[config.mk]
export PLATFORM = sky130hd
export DESIGN_NAME = bt_link_top
export DESIGN_NICKNAME = d
export VERILOG_FILES = /design/src/link_pkg.sv /design/src/host_pkg.sv /design/src/uart_byte_if.sv /design/src/uart_tx.sv /design/src/uart_rx.sv /design/src/msg_buffer.sv /design/src/bt_link_ctrl.sv /design/src/bt_link_top.sv
export SDC_FILE = /design/constraint.sdc
export NUM_CORES = 1
export LEC_CHECK = 0
export BUFFER_PORTS_ARGS = -buffer_cell sky130_fd_sc_hd__buf_2
export CORE_AREA = 10 10 241 151
export DETAILED_ROUTE_END_ITERATION = 7
export DIE_AREA = 0 0 251 161
export PLACE_DENSITY = 0.87
export SLEW_MARGIN = 5
export SYNTH_ARGS = -nofsm -noshare
export SYNTH_HDL_FRONTEND = slang
export SYNTH_SLANG_ARGS = --single-unit
[constraint.sdc]
create_clock -name clock -period 3.46 [get_ports clock]
set_input_delay 0.519 -clock clock [delete_from_list [all_inputs] [get_ports clock]]
set_output_delay 0.519 -clock clock [all_outputs]
set_load 0.02 [all_outputs]
[src/link_pkg.sv]
// UART link package: serial frame constants, bit period type and UART state encodings.
package link_pkg;

	// bits per character on the serial line.
	localparam int DATA_BITS = 8;

	// width of the data bit index.
	localparam int BIT_IDX_W = $clog2(DATA_BITS);

	// one character on the link.
	typedef logic [DATA_BITS-1:0] byte_t;

	// clocks per bit and inter-byte spacing, both in clock cycles.
	typedef logic [9:0] cpd_t;

	// transmitter frame sequence.
	typedef enum logic [2:0] {
		TX_IDLE  = 3'd0,
		TX_START = 3'd1,
		TX_DATA  = 3'd2,
		TX_STOP  = 3'd3,
		TX_GAP   = 3'd4
	} tx_state_e;

	// receiver frame sequence.
	typedef enum logic [1:0] {
		RX_IDLE  = 2'd0,
		RX_START = 2'd1,
		RX_DATA  = 2'd2,
		RX_STOP  = 2'd3
	} rx_state_e;

endpackage

[src/host_pkg.sv]
// Host endpoint package with the command opcodes and the status word layout.
package host_pkg;

	// opcode sits in the low bits of the command word.
	localparam int OPCODE_W = 4;

	// the rising edge of this bit runs the command.
	localparam int TRIG_BIT = 15;

	// commands the host can issue.
	typedef enum logic [OPCODE_W-1:0] {
		CMD_NOP   = 4'h0,
		CMD_LOAD  = 4'h1,
		CMD_SEND  = 4'h2,
		CMD_READ  = 4'h3,
		CMD_CLEAR = 4'h4
	} cmd_e;

	// status word bit positions.
	localparam int ST_BT_STATE = 0;
	localparam int ST_TX_BUSY  = 1;
	localparam int ST_TX_EMPTY = 2;
	localparam int ST_RX_EMPTY = 3;

endpackage

[src/uart_byte_if.sv]
// Byte channel bundle between the link control and the UART transmitter and receiver.
`timescale 1ns/1ps

interface uart_byte_if;

	// transmit channel.
	link_pkg::byte_t tx_data;
	logic tx_start;
	logic tx_busy;

	// receive channel, valid and err are single cycle pulses.
	link_pkg::byte_t rx_data;
	logic rx_valid;
	logic rx_err;

	modport ctrl (
		output tx_data, tx_start,
		input tx_busy, rx_data, rx_valid, rx_err
	);

	modport tx (
		input tx_data, tx_start,
		output tx_busy
	);

	modport rx (
		output rx_data, rx_valid, rx_err
	);

endinterface

[src/uart_tx.sv]
// UART transmitter with a runtime bit period and an idle gap after each byte.
`timescale 1ns/1ps

module uart_tx (
	input logic clock,
	input logic rst_n,
	input link_pkg::cpd_t cpd,
	input link_pkg::cpd_t spacing,
	uart_byte_if.tx bus,
	output logic txd
);

	link_pkg::tx_state_e state;
	link_pkg::cpd_t cnt;
	logic [link_pkg::BIT_IDX_W-1:0] idx;
	link_pkg::byte_t shift;
	logic bit_end;

	assign bit_end = (cnt == cpd - 1'b1);

	always_ff @(posedge clock or negedge rst_n) begin
		if (!rst_n) begin
			state <= link_pkg::TX_IDLE;
			cnt <= '0;
			idx <= '0;
		end else begin
			case (state)
				link_pkg::TX_IDLE: begin
					if (bus.tx_start) begin
						state <= link_pkg::TX_START;
						cnt <= '0;
					end
				end
				link_pkg::TX_START: begin
					if (bit_end) begin
						state <= link_pkg::TX_DATA;
						cnt <= '0;
						idx <= '0;
					end else begin
						cnt <= cnt + 1'b1;
					end
				end
				link_pkg::TX_DATA: begin
					if (bit_end) begin
						cnt <= '0;
						if (idx == link_pkg::BIT_IDX_W'(link_pkg::DATA_BITS - 1))
							state <= link_pkg::TX_STOP;
						else
							idx <= idx + 1'b1;
					end else begin
						cnt <= cnt + 1'b1;
					end
				end
				link_pkg::TX_STOP: begin
					if (bit_end) begin
						cnt <= '0;
						// no gap requested, go straight back to idle.
						if (spacing == '0)
							state <= link_pkg::TX_IDLE;
						else
							state <= link_pkg::TX_GAP;
					end else begin
						cnt <= cnt + 1'b1;
					end
				end
				link_pkg::TX_GAP: begin
					if (cnt == spacing - 1'b1)
						state <= link_pkg::TX_IDLE;
					else
						cnt <= cnt + 1'b1;
				end
				default: state <= link_pkg::TX_IDLE;
			endcase
		end
	end

	// frame shifter, lsb goes out first.
	always_ff @(posedge clock) begin
		if (state == link_pkg::TX_IDLE && bus.tx_start)
			shift <= bus.tx_data;
		else if (state == link_pkg::TX_DATA && bit_end)
			shift <= shift >> 1;
	end

	always_comb begin
		case (state)
			link_pkg::TX_START: txd = 1'b0;
			link_pkg::TX_DATA:  txd = shift[0];
			default:            txd = 1'b1;
		endcase
	end

	// busy covers the frame and the spacing gap.
	assign bus.tx_busy = (state != link_pkg::TX_IDLE);

endmodule

[src/uart_rx.sv]
// UART receiver with a two flop synchronizer, mid-bit sampling and a stop bit check.
`timescale 1ns/1ps

module uart_rx (
	input logic clock,
	input logic rst_n,
	input link_pkg::cpd_t cpd,
	input logic rxd,
	uart_byte_if.rx bus
);

	logic rxd_s1, rxd_s2, rxd_prev;
	logic fall;
	link_pkg::rx_state_e state;
	link_pkg::cpd_t cnt;
	logic [link_pkg::BIT_IDX_W-1:0] idx;
	link_pkg::byte_t shift;
	logic bit_end;

	// line idles high.
	always_ff @(posedge clock or negedge rst_n) begin
		if (!rst_n) begin
			rxd_s1 <= 1'b1;
			rxd_s2 <= 1'b1;
			rxd_prev <= 1'b1;
		end else begin
			rxd_s1 <= rxd;
			rxd_s2 <= rxd_s1;
			rxd_prev <= rxd_s2;
		end
	end

	assign fall = rxd_prev & ~rxd_s2;
	assign bit_end = (cnt == cpd - 1'b1);

	always_ff @(posedge clock or negedge rst_n) begin
		if (!rst_n) begin
			state <= link_pkg::RX_IDLE;
			cnt <= '0;
			idx <= '0;
			bus.rx_valid <= 1'b0;
			bus.rx_err <= 1'b0;
		end else begin
			bus.rx_valid <= 1'b0;
			bus.rx_err <= 1'b0;
			case (state)
				link_pkg::RX_IDLE: begin
					if (fall) begin
						state <= link_pkg::RX_START;
						cnt <= '0;
					end
				end
				link_pkg::RX_START: begin
					// half a period in, the start bit must still be low.
					if (cnt == (cpd >> 1)) begin
						cnt <= '0;
						idx <= '0;
						if (!rxd_s2)
							state <= link_pkg::RX_DATA;
						else
							state <= link_pkg::RX_IDLE;
					end else begin
						cnt <= cnt + 1'b1;
					end
				end
				link_pkg::RX_DATA: begin
					if (bit_end) begin
						cnt <= '0;
						if (idx == link_pkg::BIT_IDX_W'(link_pkg::DATA_BITS - 1))
							state <= link_pkg::RX_STOP;
						else
							idx <= idx + 1'b1;
					end else begin
						cnt <= cnt + 1'b1;
					end
				end
				link_pkg::RX_STOP: begin
					if (bit_end) begin
						cnt <= '0;
						state <= link_pkg::RX_IDLE;
						bus.rx_valid <= rxd_s2;
						bus.rx_err <= ~rxd_s2;
					end else begin
						cnt <= cnt + 1'b1;
					end
				end
				default: state <= link_pkg::RX_IDLE;
			endcase
		end
	end

	// data arrives lsb first, shift in from the top.
	always_ff @(posedge clock) begin
		if (state == link_pkg::RX_DATA && bit_end)
			shift <= {rxd_s2, shift[link_pkg::DATA_BITS-1:1]};
	end

	assign bus.rx_data = shift;

endmodule

[src/msg_buffer.sv]
// Synchronous byte FIFO with a fill count and a clear input.
`timescale 1ns/1ps

module msg_buffer #(
	parameter int FIFO_DEPTH = 16
) (
	input logic clock,
	input logic rst_n,
	input logic clear,
	input logic push,
	input logic [7:0] wdata,
	input logic pop,
	output logic [7:0] rdata,
	output logic [$clog2(FIFO_DEPTH):0] count,
	output logic empty,
	output logic full
);

	localparam int AW = $clog2(FIFO_DEPTH);

	logic [7:0] mem [FIFO_DEPTH];
	logic [AW-1:0] wr_ptr, rd_ptr;
	logic do_push, do_pop;

	assign do_push = push & ~full;
	assign do_pop = pop & ~empty;

	always_ff @(posedge clock or negedge rst_n) begin
		if (!rst_n) begin
			wr_ptr <= '0;
			rd_ptr <= '0;
			count <= '0;
		end else if (clear) begin
			wr_ptr <= '0;
			rd_ptr <= '0;
			count <= '0;
		end else begin
			if (do_push)
				wr_ptr <= wr_ptr + 1'b1;
			if (do_pop)
				rd_ptr <= rd_ptr + 1'b1;
			// push and pop together leave the count alone.
			if (do_push && !do_pop)
				count <= count + 1'b1;
			else if (do_pop && !do_push)
				count <= count - 1'b1;
		end
	end

	always_ff @(posedge clock) begin
		if (do_push && !clear)
			mem[wr_ptr] <= wdata;
	end

	// head entry is visible without a pop.
	assign rdata = mem[rd_ptr];
	assign empty = (count == '0);
	assign full = (count == (AW + 1)'(FIFO_DEPTH));

endmodule

[src/bt_link_ctrl.sv]
// Link control that decodes host commands and moves bytes among the host, FIFOs and UART.
`timescale 1ns/1ps

module bt_link_ctrl #(
	parameter int FIFO_DEPTH = 16
) (
	input logic clock,
	input logic rst_n,
	input logic bt_state,
	input logic [15:0] cmd_word,
	input logic [15:0] data_word,
	uart_byte_if.ctrl bus,
	output logic tx_push,
	output logic [7:0] tx_wdata,
	output logic tx_pop,
	input logic [7:0] tx_rdata,
	input logic tx_empty,
	input logic tx_full,
	output logic rx_push,
	output logic [7:0] rx_wdata,
	output logic rx_pop,
	input logic [7:0] rx_rdata,
	input logic rx_empty,
	input logic rx_full,
	output logic buf_clear,
	output logic [7:0] last_byte,
	output logic [15:0] err_count,
	output logic [15:0] status
);

	logic trig_s1, trig_s2, trig_q;
	logic cmd_fire;
	host_pkg::cmd_e opcode;
	logic do_load, do_send, do_read;
	logic sending;
	logic feed;
	logic load_drop, rx_drop, send_refused;
	logic [2:0] err_inc;
	logic [16:0] err_sum;

	// trigger comes from the host clock domain.
	always_ff @(posedge clock or negedge rst_n) begin
		if (!rst_n) begin
			trig_s1 <= 1'b0;
			trig_s2 <= 1'b0;
			trig_q <= 1'b0;
		end else begin
			trig_s1 <= cmd_word[host_pkg::TRIG_BIT];
			trig_s2 <= trig_s1;
			trig_q <= trig_s2;
		end
	end

	assign cmd_fire = trig_s2 & ~trig_q;
	assign opcode = host_pkg::cmd_e'(cmd_word[host_pkg::OPCODE_W-1:0]);

	always_comb begin
		do_load = 1'b0;
		do_send = 1'b0;
		do_read = 1'b0;
		buf_clear = 1'b0;
		case (opcode)
			host_pkg::CMD_LOAD:  do_load = cmd_fire;
			host_pkg::CMD_SEND:  do_send = cmd_fire;
			host_pkg::CMD_READ:  do_read = cmd_fire;
			host_pkg::CMD_CLEAR: buf_clear = cmd_fire;
			host_pkg::CMD_NOP: ;
			default: ;
		endcase
	end

	assign tx_push = do_load & ~tx_full;
	assign tx_wdata = data_word[7:0];
	assign load_drop = do_load & tx_full;
	assign rx_pop = do_read & ~rx_empty;
	assign send_refused = do_send & ~bt_state;

	// a send keeps feeding until the tx buffer drains.
	assign feed = sending & ~tx_empty & ~bus.tx_busy & ~bus.tx_start & ~buf_clear;
	assign tx_pop = feed;

	always_ff @(posedge clock or negedge rst_n) begin
		if (!rst_n)
			sending <= 1'b0;
		else if (buf_clear)
			sending <= 1'b0;
		else if (do_send && bt_state)
			sending <= 1'b1;
		else if (tx_empty)
			sending <= 1'b0;
	end

	always_ff @(posedge clock or negedge rst_n) begin
		if (!rst_n)
			bus.tx_start <= 1'b0;
		else
			bus.tx_start <= feed;
	end

	always_ff @(posedge clock) begin
		if (feed)
			bus.tx_data <= tx_rdata;
	end

	// every received byte goes to the rx buffer if it has room.
	assign rx_push = bus.rx_valid & ~rx_full;
	assign rx_wdata = bus.rx_data;
	assign rx_drop = bus.rx_valid & rx_full;

	always_ff @(posedge clock or negedge rst_n) begin
		if (!rst_n)
			last_byte <= '0;
		else if (rx_pop)
			last_byte <= rx_rdata;
	end

	// several error sources can fire in the same cycle.
	assign err_inc = 3'(load_drop) + 3'(send_refused) + 3'(rx_drop) + 3'(bus.rx_err);
	assign err_sum = {1'b0, err_count} + 17'(err_inc);

	always_ff @(posedge clock or negedge rst_n) begin
		if (!rst_n)
			err_count <= '0;
		else if (buf_clear)
			err_count <= '0;
		else if (err_sum[16])
			err_count <= '1;
		else
			err_count <= err_sum[15:0];
	end

	always_comb begin
		status = '0;
		status[host_pkg::ST_BT_STATE] = bt_state;
		status[host_pkg::ST_TX_BUSY] = bus.tx_busy;
		status[host_pkg::ST_TX_EMPTY] = tx_empty;
		status[host_pkg::ST_RX_EMPTY] = rx_empty;
	end

endmodule

[src/bt_link_top.sv]
// Bluetooth serial link top: FIFOs, UART pair and link control on plain endpoint ports.
`timescale 1ns/1ps

module bt_link_top #(
	parameter int FIFO_DEPTH = 16
) (
	input logic clock,
	input logic rst_n,
	input logic bt_state,
	input logic bt_txd,
	output logic bt_rxd,
	input link_pkg::cpd_t uart_cpd,
	input link_pkg::cpd_t uart_spacing_limit,
	input logic [15:0] ep01_wire_in,
	input logic [15:0] ep02_wire_in,
	output logic [15:0] ep20_wire_out,
	output logic [15:0] ep21_wire_out,
	output logic [15:0] ep22_wire_out,
	output logic [15:0] ep23_wire_out,
	output logic [15:0] ep24_wire_out,
	output logic [7:0] lights
);

	localparam int CW = $clog2(FIFO_DEPTH) + 1;

	uart_byte_if ubus ();

	logic tx_push, tx_pop, tx_empty, tx_full;
	logic rx_push, rx_pop, rx_empty, rx_full;
	logic [7:0] tx_wdata, tx_rdata, rx_wdata, rx_rdata;
	logic [CW-1:0] tx_count, rx_count;
	logic buf_clear;
	logic [7:0] last_byte;

	// the module's rx pin is our transmit line.
	uart_tx tx_uart (
		.clock(clock),
		.rst_n(rst_n),
		.cpd(uart_cpd),
		.spacing(uart_spacing_limit),
		.bus(ubus.tx),
		.txd(bt_rxd)
	);

	uart_rx rx_uart (
		.clock(clock),
		.rst_n(rst_n),
		.cpd(uart_cpd),
		.rxd(bt_txd),
		.bus(ubus.rx)
	);

	msg_buffer #(.FIFO_DEPTH(FIFO_DEPTH)) tx_buf (
		.clock(clock), .rst_n(rst_n), .clear(buf_clear),
		.push(tx_push), .wdata(tx_wdata), .pop(tx_pop), .rdata(tx_rdata),
		.count(tx_count), .empty(tx_empty), .full(tx_full)
	);

	msg_buffer #(.FIFO_DEPTH(FIFO_DEPTH)) rx_buf (
		.clock(clock), .rst_n(rst_n), .clear(buf_clear),
		.push(rx_push), .wdata(rx_wdata), .pop(rx_pop), .rdata(rx_rdata),
		.count(rx_count), .empty(rx_empty), .full(rx_full)
	);

	bt_link_ctrl #(.FIFO_DEPTH(FIFO_DEPTH)) ctrl (
		.clock(clock), .rst_n(rst_n), .bt_state(bt_state),
		.cmd_word(ep02_wire_in), .data_word(ep01_wire_in), .bus(ubus.ctrl),
		.tx_push(tx_push), .tx_wdata(tx_wdata), .tx_pop(tx_pop), .tx_rdata(tx_rdata),
		.tx_empty(tx_empty), .tx_full(tx_full),
		.rx_push(rx_push), .rx_wdata(rx_wdata), .rx_pop(rx_pop), .rx_rdata(rx_rdata),
		.rx_empty(rx_empty), .rx_full(rx_full),
		.buf_clear(buf_clear), .last_byte(last_byte),
		.err_count(ep24_wire_out), .status(ep20_wire_out)
	);

	assign ep21_wire_out = {8'h00, last_byte};
	assign ep22_wire_out = {{(16 - CW){1'b0}}, tx_count};
	assign ep23_wire_out = {{(16 - CW){1'b0}}, rx_count};

	// lights are active low: rx fill on top, tx fill below.
	assign lights = ~{rx_count[3:0], tx_count[3:0]};

endmodule

==> run_results.csv <==
group,metric,value,unit
clocking,hold_buffers,0,
worst_setup_path,crit_path_max_incr_delay,0.45,ns
placed_design,placed_area,18100,µm²
logic_synthesis,syn_inst,1195,
timing,hold_viol,0,
floorplan,io_pins,145,
worst_setup_path,cpMaxStageDelayCell,"fa_2",
power,max-vdd-ir-drop,0.497,mV
worst_setup_path,cp_common_cell,"inv_2",
global_route,use_met3,3.98,%
worst_setup_path,end_kind,"register",
worst_setup_path,worstPathArrival,3.95,ns
drt,drt-total-wl,39300,µm
logic_synthesis,synth.top_cell.area_share,49.1,%
worst_setup_path,crit_start,"ctrl.trig_q",
clocking,cts_made_buffers,34,
logic_synthesis,synth_edf_count,280,
layout,post-route-util,60.5,%
worst_hold_path,holdCritPathClass,"input port to asynchronous set/reset pin",
layout,drive_gt1_share,23.8,%
global_route,gr-usage-met1,27.9,%
timing,grt_setup_unrepaired,"true",
floorplan,coreArea,32000,µm²
timing,relSlewSlack,17.5,%
clocking,insertion_delay,0.53,ns
timing,period_minus_slack,3.50,ns
logic_synthesis,async_reset_ff_share,24.5,%
drt,dr.pass1.iters,5,
timing,finClkSkew,0.0280,ns
drt,dr_total_vias,10400,
worst_setup_path,path_delay_family,"simple AND/OR/NAND/NOR gates",
drt,vias_per_cell,5.92,
worst_setup_path,worstPathMaxFanout,7,
logic_synthesis,yosysMostFrequentCell,"edfxtp_1",
power,p_leak,7.22,nW
power,powerDensity,576,nW/µm²
layout,fin_nets,1396,
clocking,cts_root_buf,"clkbuf_16",
worst_setup_path,worstPathRequired,3.91,ns
logic_synthesis,ys_seq_elements,371,
drt,antenna_left,0,
logic_synthesis,synth_area_leaders,"edfxtp_1 (49%), dfrtp_1 (13%), mux4_2 (7.4%)",
timing,slew_viol_final,0,
logic_synthesis,yosysWarnings,0,
global_route,grt_start_max_net_pins,52,
clocking,cts_buffer_depth,3,
placed_design,pre_cts_ws,-0.423,ns
status,outcome,"finished, violations left",
clocking,clk_pin_slew_worst_paths,0.06,ns
logic_synthesis,seq_area_frac_synth,62.5,%
layout,stdcell_count,1753,
job,max_cap_viol_count,0,
placed_design,hpwl,25900,µm
logic_synthesis,synth_cell_types,78,
logic_synthesis,yosys.area.top_type,"edfxtp_1",
logic_synthesis,syn_area,17100,µm²
worst_setup_path,path_buf_inv,3,
status,violations,"setup timing",
placed_design,dp.cells,1687,
drt,drtIter0Drc,1231,
global_route,antenna_found_initial,2,
floorplan,die_x,251,µm
global_route,grtUsageTotal,19.0,%
drt,drt_drc_violations_left,0,
drt,wl_per_cell,22.4,µm
floorplan,die_area,40400,µm²
clocking,cts_tree,"built",
timing,post-route-period-util,101,%
timing,setup_viol,8,
worst_setup_path,crit_type,"register to register",
timing,holdWs,0.0114,ns
placed_design,port_buffers,83,
floorplan,initial_core_util,53.5,%
layout,antenna_cells,0,
worst_setup_path,cp-start-kind,"register",
global_route,use_met2,28.6,%
logic_synthesis,synth_commonest_cells,"edfxtp_1 (280), dfrtp_1 (88), nor2_1 (64)",
floorplan,fp.dieH,161,µm
timing,setup_tns,-0.145,ns
power,power,11.1,mW
clocking,clock_sinks,371,
global_route,grt-ovfl-total,0,
timing,fin_ws,-0.0425,ns
logic_synthesis,syn_avg_cell_area,14.3,µm²
global_route,grt_busiest_layer,"met2",
global_route,grt_pass1_wl,61100,µm
clocking,ctsHtreeMaxLevel,2,
worst_setup_path,r2r-start,"ctrl.trig_q",
floorplan,fp-row-count,51,
worst_setup_path,cp_cell_sequence,"or3b_4, nor2_4, nand3b_1, nor2_1, ha_1, inv_2, fa_2, inv_2, ha_4, inv_2, fa_2, nor2b_4, o2111ai_4, or3_4, a21oi_2",
global_route,first_global_vias,10400,
timing,worst_pin_slew,1.23,ns
timing,clock.fmax,286,MHz
layout,design_area,19300,µm²
layout,n_fill_cell,2315,
logic_synthesis,ys.flop_type,"edfxtp_1",
placed_design,place_congestion,0.856,
layout,areaGrowthSynthToFinish,13.0,%
## per-layer routing
layer	part of all wire [%]	routed length [µm]	vias to the layer above
met1	44	17300	5233
met4	1.7	672	2
met5	0.033	13	-
met3	8.7	3400	63
li1	-	-	4602
met2	46	17900	484
## path summary, 6_finish.rpt
path,to,slack [ns],depth (start not counted)
setup / recovery,ctrl.err_count[2],-0.04,15
hold / removal,rx_buf.count[3],0.01,1
setup reg to reg,ctrl.err_count[2],-0.04,15
hold reg to reg,ctrl.trig_s2,0.35,0
max in group asynchronous,rx_uart.rxd_s1,2.69,2
min in group clock,rx_uart.rxd_s1,0.10,1
## power by group
| group | switching, mW | internal, mW | leakage (nW) |
|---|---|---|---|
| Combinational | 1.19 | 0.899 | 2.97 |
| Sequential | 0.322 | 4.96 | 3.71 |
| Clock | 1.64 | 2.12 | 0.533 |
| Total | 3.15 | 7.98 | 7.22 |
## state kept, by name, summed over array words and instances, names as in the netlist, 8 cells and up, named ones only
name and count:
tx_uart.shift 8, tx_buf.mem 128, ctrl.err_count 16, rx_buf.mem 128, ctrl.last_byte 8, rx_uart.bus.rx_data 8, rx_uart.cnt 10, tx_uart.cnt 10
ctrl.bus.tx_data 8
## cell families (layout without fill, tap and decap cells)
group	Yosys count	in the layout	synth area share, %
simple gates	281	282	8.80
compound gates	152	152	6.00
flops	371	371	62.5
xor+xnor	74	74	3.95
other cells	1	42	0.0219
fa+ha+maj	35	35	2.73
buf+inv	157	249	4.50
mux	124	124	11.6
## worst reg2reg max path: cells and delay by family, from the launching register on
| kind | cells | cell delay (ns) |
|---|---|---|
| AND/OR/NAND/NOR | 6 | 1.34 |
| flip-flops | 1 | 0.36 |
| adder cells (fa/ha/maj) | 4 | 1.19 |
| buffers and inverters | 3 | 0.21 |
| AO/OA/AOI/OAI | 2 | 0.33 |
## repair_timing
action	4_1_cts	5_1_grt
gates resized for setup	13	10
pin swaps	14	5
endpoints found under the setup margin	16	17
cloned	1	0
setup buffers	2	3
## cells in the final DEF (no fill, tap or decap), drive strengths merged, types with 17 or more instances in the layout
cell type	instances
and2	17
buf	136
xor2	40
edfxtp	280
dfrtp	88
mux4	56
nand3	28
xnor2	32
clkbuf	45
o21ai	32
inv	55
ha	31
nor3	22
mux2	28
mux2i	40
nand2	58
conb	42
nor2	64
a21oi	46
## cell type report
cell class / count / area [µm²] / share of cell area (%)
Inverter: 53 / 199 / 1.03
Tap cell: 424 / 531 / 2.74
Multi-Input combinational cell: 709 / 5980 / 30.9
Sequential cell: 371 / 10700 / 55.3
Clock buffer: 45 / 923 / 4.78
Clock inverter: 15 / 158 / 0.815
Timing Repair Buffer: 136 / 853 / 4.41
Power figures use the tool's default switching activity.
